===== src/include/mem_config.svh =====
// address, data, set, line and bank geometry plus the bank busy time
`ifndef MEM_CONFIG_SVH
`define MEM_CONFIG_SVH

// cpu side
`define ADDR_W      16
`define DATA_W      16

// address split is tag, index, offset
`define TAG_W       5
`define INDEX_W     8
`define OFFSET_W    3
`define LINE_WORDS  4

// backing memory
`define NUM_BANKS   4
// cycles a bank stays busy after it takes a request
`define BANK_BUSY   4

`endif

===== src/design/mem_pkg.sv =====
// backing memory request and response types
`include "mem_config.svh"

package mem_pkg;

   // one access to the banked memory at an even byte address
   typedef struct packed {
      logic               rd;
      logic               wr;
      logic [`ADDR_W-1:0] addr;
      logic [`DATA_W-1:0] wdata;
   } mem_req_t;

   // rdata is valid two cycles after a read is taken
   typedef struct packed {
      logic [`DATA_W-1:0] rdata;
      logic               stall;
   } mem_rsp_t;

endpackage


===== src/design/cache_pkg.sv =====
// cache types for the split address, way lookup status and controller states
`include "mem_config.svh"

package cache_pkg;

   // byte address as the cache sees it
   typedef struct packed {
      logic [`TAG_W-1:0]    tag;
      logic [`INDEX_W-1:0]  index;
      logic [`OFFSET_W-1:0] offset;
   } cache_addr_t;

   // what one way reports for the addressed set
   typedef struct packed {
      logic              hit;
      logic              valid;
      logic              dirty;
      logic [`TAG_W-1:0] tag;
   } way_status_t;

   typedef enum logic [4:0] {
      ST_IDLE  = 5'h00,
      ST_COMP  = 5'h01,
      ST_WB    = 5'h02,
      ST_MEMRD = 5'h03,
      ST_WAIT  = 5'h04,
      ST_FILL  = 5'h05,
      ST_STORE = 5'h06,
      ST_DONE  = 5'h07,
      ST_ERR   = 5'h10
   } ctrl_state_t;

endpackage


===== src/design/cache_controller.sv =====
// access FSM with way choice, victim bit, write-back and fill sequencing for the two-way cache
`timescale 1ns/1ps
`include "mem_config.svh"

module cache_controller (
   input  logic                   clk,
   input  logic                   rst_n,
   input  logic [`ADDR_W-1:0]     addr,
   input  logic [`DATA_W-1:0]     data_in,
   input  logic                   rd,
   input  logic                   wr,
   input  cache_pkg::way_status_t status0,
   input  cache_pkg::way_status_t status1,
   input  logic [`DATA_W-1:0]     rdata0,
   input  logic [`DATA_W-1:0]     rdata1,
   output cache_pkg::cache_addr_t line_addr,
   output logic [`DATA_W-1:0]     cache_wdata,
   output logic                   enable,
   output logic                   comp,
   output logic                   write0,
   output logic                   write1,
   output mem_pkg::mem_req_t      mem_req,
   input  mem_pkg::mem_rsp_t      mem_rsp,
   input  logic                   mem_err,
   output logic [`DATA_W-1:0]     data_out,
   output logic                   done,
   output logic                   stall,
   output logic                   cache_hit,
   output logic                   err
);
   import cache_pkg::*;

   localparam int WORD_W = $clog2(`LINE_WORDS);

   ctrl_state_t        state_q;
   ctrl_state_t        state_d;
   ctrl_state_t        next_req;
   logic [WORD_W-1:0]  word_q;
   logic [WORD_W-1:0]  word_d;
   logic               sel_q;
   logic               sel_d;
   logic               hit_q;
   logic               hit_d;
   logic               victim_q;

   cache_addr_t        cpu_addr;
   logic [`OFFSET_W-1:0] line_off;
   logic               bad_req;
   logic               any_hit;
   logic               choose;
   logic               tgt;
   logic               write;
   way_status_t        tgt_status;
   logic [`DATA_W-1:0] tgt_rdata;

   assign cpu_addr = addr;
   assign line_off = {word_q, 1'b0};
   assign bad_req  = (rd & wr) | ((rd | wr) & addr[0]);
   assign next_req = bad_req ? ST_ERR : ((rd | wr) ? ST_COMP : ST_IDLE);

   assign any_hit = status0.hit | status1.hit;

   // hit first, then an empty way, then the global victim bit
   always_comb begin
      if (status0.hit) begin
         choose = 1'b0;
      end else if (status1.hit) begin
         choose = 1'b1;
      end else if (status0.valid && !status1.valid) begin
         choose = 1'b1;
      end else if (!status0.valid && !status1.valid) begin
         choose = 1'b0;
      end else begin
         choose = victim_q;
      end
   end

   // choice is live in compare and latched for the rest of the access
   assign tgt        = (state_q == ST_COMP) ? choose : sel_q;
   assign tgt_status = tgt ? status1 : status0;
   assign tgt_rdata  = tgt ? rdata1 : rdata0;

   assign write0 = write & ~tgt;
   assign write1 = write & tgt;

   assign data_out  = sel_q ? rdata1 : rdata0;
   assign cache_hit = (state_q == ST_DONE) & hit_q;
   assign err       = (state_q == ST_ERR) | mem_err;

   always_comb begin
      state_d     = state_q;
      word_d      = word_q;
      sel_d       = sel_q;
      hit_d       = hit_q;
      line_addr   = cpu_addr;
      cache_wdata = data_in;
      enable      = 1'b0;
      comp        = 1'b0;
      write       = 1'b0;
      mem_req     = '0;
      done        = 1'b0;
      stall       = 1'b1;
      unique case (state_q)
         ST_IDLE: begin
            stall   = 1'b0;
            state_d = next_req;
         end
         ST_COMP: begin
            enable = 1'b1;
            comp   = 1'b1;
            sel_d  = choose;
            hit_d  = any_hit;
            word_d = '0;
            if (any_hit) begin
               write   = wr;
               state_d = ST_DONE;
            end else if (tgt_status.valid && tgt_status.dirty) begin
               state_d = ST_WB;
            end else begin
               state_d = ST_MEMRD;
            end
         end
         ST_WB: begin
            // victim tag still sits in the way until the fill
            enable           = 1'b1;
            line_addr.offset = line_off;
            mem_req.wr       = 1'b1;
            mem_req.addr     = {tgt_status.tag, cpu_addr.index, line_off};
            mem_req.wdata    = tgt_rdata;
            if (!mem_rsp.stall) begin
               word_d = word_q + WORD_W'(1);
               if (word_q == WORD_W'(`LINE_WORDS - 1)) begin
                  state_d = ST_MEMRD;
               end
            end
         end
         ST_MEMRD: begin
            line_addr.offset = line_off;
            mem_req.rd       = 1'b1;
            mem_req.addr     = {cpu_addr.tag, cpu_addr.index, line_off};
            if (!mem_rsp.stall) begin
               state_d = ST_WAIT;
            end
         end
         ST_WAIT: begin
            line_addr.offset = line_off;
            state_d          = ST_FILL;
         end
         ST_FILL: begin
            enable           = 1'b1;
            write            = 1'b1;
            line_addr.offset = line_off;
            cache_wdata      = mem_rsp.rdata;
            word_d           = word_q + WORD_W'(1);
            if (word_q == WORD_W'(`LINE_WORDS - 1)) begin
               state_d = wr ? ST_STORE : ST_DONE;
            end else begin
               state_d = ST_MEMRD;
            end
         end
         ST_STORE: begin
            // line is present now, so the compare write hits
            enable  = 1'b1;
            comp    = 1'b1;
            write   = 1'b1;
            state_d = ST_DONE;
         end
         ST_DONE: begin
            enable  = 1'b1;
            done    = 1'b1;
            stall   = 1'b0;
            state_d = next_req;
         end
         ST_ERR: begin
            state_d = bad_req ? ST_ERR : ST_IDLE;
         end
         default: begin
            state_d = ST_IDLE;
         end
      endcase
   end

   always_ff @(posedge clk) begin
      if (!rst_n) begin
         state_q  <= ST_IDLE;
         word_q   <= '0;
         sel_q    <= 1'b0;
         hit_q    <= 1'b0;
         victim_q <= 1'b0;
      end else begin
         state_q <= state_d;
         word_q  <= word_d;
         sel_q   <= sel_d;
         hit_q   <= hit_d;
         if (state_q == ST_DONE) begin
            victim_q <= ~victim_q;
         end
      end
   end

   // a stalled memory request waits unchanged for its bank
   a_stalled_req_held: assert property (
      @(posedge clk) disable iff (!rst_n)
      (mem_req.rd || mem_req.wr) && mem_rsp.stall |=> $stable(mem_req)
   );

   // the fill leaves the line valid under the new tag
   a_store_after_fill_hits: assert property (
      @(posedge clk) disable iff (!rst_n)
      state_q == ST_STORE |-> any_hit
   );

endmodule


===== config.mk =====
export PLATFORM = sky130hd
export DESIGN_NAME = cache_controller
export DESIGN_NICKNAME = d
export VERILOG_FILES = /design/src/design/mem_pkg.sv /design/src/design/cache_pkg.sv /design/src/design/cache_controller.sv
export VERILOG_INCLUDE_DIRS = /design/src /design/src/include
export SDC_FILE = /design/constraint.sdc
export NUM_CORES = 1
export LEC_CHECK = 0
export BUFFER_PORTS_ARGS = -buffer_cell sky130_fd_sc_hd__buf_2
export CORE_ASPECT_RATIO = 0.5
export CORE_MARGIN = 1
export CORE_UTILIZATION = 35
export DETAILED_ROUTE_END_ITERATION = 6
export PLACE_DENSITY_LB_ADDON = 0.25
export SYNTH_ARGS = -nofsm -noshare
export SYNTH_HDL_FRONTEND = slang
export SYNTH_SLANG_ARGS = --single-unit

===== constraint.sdc =====
create_clock -name clk -period 2.75 [get_ports clk]
set_input_delay 0.825 -clock clk [delete_from_list [all_inputs] [get_ports clk]]
set_output_delay 0.825 -clock clk [all_outputs]
set_load 0.02 [all_outputs]

==> qor.csv <==
metric,value,unit
outcome,"finished, violations left",
failing checks,negative setup slack,
Synth warnings,0,
Pwr Density,550,nW/µm²
initial core utilization,37.7,%
shortest period the worst path allows,2970,ps
max-slew violations,0,
ys flop type,dfxtp_1,
max-cap viol count,0,
Sw Pwr,937,µW
# IOs,192,
Clk pwr share,8.6,%
Syn Inst Count,237,
Final Core Density,73.3,%
number of synthesized flops with an enable pin,0,
CTS tree,yes,
row count,17,
Max VDD drop,0.238,mV
"Largest delay share family, worst path",buffers and inverters,
global route overflow,0,
worst hold slack,509,ps
fin worst setup slack,-219,ps
antenna-violating nets left,0,
cell-internal power,900,µW
Max Fclk,337,MHz
largest area contributor in the netlist,mux2_2,
Tot GR Track Use,25.3,%
crit-path most repeated cell,buf_6,
H-tree levels,1,
critical path's slowest cell,mux2_4,
Adder-Cell Fraction of Synth Area,1.31,%
Post-Synth Simple-Gate Area,28.9,%
TritonRoute pass-1 iters,4,
ant diodes,0,
clk slew on worst S/H paths,40,ps
Post-Route WL,7000,µm
Syn Area/Cell,7.24,µm²
Post-Syn Area,1720,µm²
vias in the first global route,2370,
xor and xnor area share after synthesis,1.02,%
register area share after synthesis,10.5,%
Die X,101,µm
"Setup violations, final",22,
detailed-route via count,2523,
Worst setup SP type,input port,
"Critical Path, Cell by Cell","buf_6, mux2_4, o211ai_1, buf_4, buf_8, nand3_4, a21oi_4, buf_6",
CTS sink cnt,9,
"Clk Latency, worst-skew pair",240,ps
Synth area leaders,"mux2_2 23%, dfxtp_1 11%, a21oi_1 6.4%",
"Area growth, synth to finish",94.6,%
Crit Path Max Fanout,6,
post-synth top area share,23.0,%
Layout Skew,0.951,ps
Vias/cell,5.12,
Hold Crit Class,flop to flop,
largest net degree at the start of global routing,22,
clock buffer depth,2,
drc violations,0,
initial antenna violation count,0,
part of the power in registers,10.0,%
first-pass GRT wire length,10500,µm
switching part of the total,51.0,%
setup TNS,-3900,ps
post-synthesis register bit count,9,
post-synth cell types,46,
Root Driver,clkbuf_8,
logic gate share of total power,81.4,%
WP data arrival,2140,ps
final RePlAce weighted congestion,0.781,
final instance area,3340,µm²
mux cell area share after synthesis,23.6,%
CTS buffer count,3,
First DRT Iteration DRCs,108,
fin cells,493,
share of layout cells above drive strength 1,71.4,%
post-synth net total,340,
crit path buf inv count,4,
crit share post-route,108,%
CP required,1930,ps
Setup CP Type,input port to primary output,
placed insts,487,
# port buffers,190,
core area,4550,µm²
# nets final,531,
"Largest stage delay, worst path",300,ps
fill count,356,
die area,5200,µm²
async set-reset flop share out of synthesis,0,%
crit end category,primary output,
die height,51.5,µm
largest family of logic cells by synthesized area,simple AND/OR/NAND/NOR gates,
leakage,1.61,nW
RSZ-0062 raised after global routing,true,
placed cell areas,3010,µm²
final hold violations,0,
WL per Instance,14.2,µm
Synth Area in Compound Gates,21.2,%
dpl hpwl,5380,µm
-- per-layer routing --
layer	routed length, µm	GRT usage (%)	vias to the layer above
met2	3640	49.4	123
met5	0	0	-
met1	2730	28.0	1156
met3	534	5.38	14
li1	-	-	1230
met4	92	7.97	0
-- state kept, by name, indices dropped and copies added, names as in the netlist --
name,count
sel_q,1
victim_q,1
hit_q,1
state_q,4
word_q,2
-- synth_stat cells, drive strengths merged (2+ instances only) --
library cell,number
clkbuf,8
nor2,14
mux2,35
a21oi,22
nand4,5
o211ai,7
or3,3
buf,25
o31ai,2
nor3,4
inv,4
nor4b,2
dfxtp,9
a211oi,4
nand2b,4
nor4bb,2
a21o,2
nand3,17
o21a,3
o21ai,19
nand2,14
and2,14
nor2b,3
-- metrics by stage --
step | worst slack (ps) | total power, mW
after floorplan | 4.22 | 1.12
after global placement | -274 | 1.51
after detailed placement | -311 | 1.54
after CTS | -231 | 1.82
after global routing | -245 | 1.94
final | -219 | 1.84
-- cells in the final DEF, fill, tap and decap left out, types with 2 or more instances in the layout --
| master | count |
|---|---|
| buf_2 | 174 |
| mux2_2 | 34 |
| buf_4 | 24 |
| a21oi_4 | 16 |
| buf_6 | 16 |
| nand2_1 | 14 |
| and2_1 | 13 |
| nor2_1 | 13 |
| o21ai_2 | 10 |
| nand3_4 | 9 |
| o21ai_0 | 9 |
| dfxtp_1 | 9 |
| o211ai_1 | 7 |
| a21oi_1 | 6 |
| nand4_1 | 5 |
| nand3_2 | 5 |
| inv_1 | 4 |
| nor3_1 | 4 |
| a211oi_1 | 4 |
| nand2b_1 | 3 |
| nor2b_1 | 3 |
| nand3_1 | 3 |
| o21a_1 | 3 |
| clkbuf_8 | 3 |
| buf_12 | 3 |
| a21o_1 | 2 |
| o31ai_1 | 2 |
| or3_1 | 2 |
-- path summary, 6_finish.rpt --
| path | start | end | slack [ps] | cells past startpoint |
|---|---|---|---|---|
| setup / recovery | status1[6] | mem_req[5] | -220 | 8 |
| hold / removal | hit_q | hit_q | 510 | 2 |
| setup reg to reg | state_q[1] | word_q[0] | 990 | 7 |
| hold reg to reg | hit_q | hit_q | 510 | 2 |
-- power groups by stage --
stage	clock (mW)	sequential, mW	combinational [mW]
after CTS	0.157	0.185	1.48
after floorplan	0	0.188	0.929
after detailed placement	0	0.187	1.36
after global placement	0	0.184	1.32
final	0.157	0.184	1.49
after global routing	0.170	0.187	1.59
-- cell type report --
class / count / area, µm² / area share (%)
multi-input cells: 190 / 1690 / 50.7
well taps: 66 / 82.6 / 2.47
inverters: 5 / 23.8 / 0.712
clock buffers: 4 / 45.0 / 1.35
flip-flops and latches: 9 / 180 / 5.40
repair buffers: 219 / 1310 / 39.4
-- tightest hold or removal path: cells and delay by family, from the launching register on --
family | cells | cell delay (ps)
AOI/OAI and AO/OA | 1 | 60
DFF | 1 | 300
and+or+nand+nor | 1 | 100
-- cells by family after synthesis --
kind of cell             count (synthesis)
AND/OR/NAND/NOR                         87
AO/OA/AOI/OAI                           62
buffers and inverters                   38
multiplexers                            36
flip-flops                               9
adder cells (fa/ha/maj)                  2
XOR/XNOR                                 2
other                                    1
-- timing repair --
| item | 4_1_cts | 5_1_grt |
|---|---|---|
| endpoints found under the setup margin | 23 | 23 |
| hold endpoints to repair | 0 | 0 |
| gates cloned | 1 | 0 |
| pin swaps | 11 | 7 |
| hold buffers | 0 | 0 |
| setup buffers | 1 | 0 |
| gates resized for setup | 61 | 4 |
No activity file was read; power rests on OpenSTA's default activity.
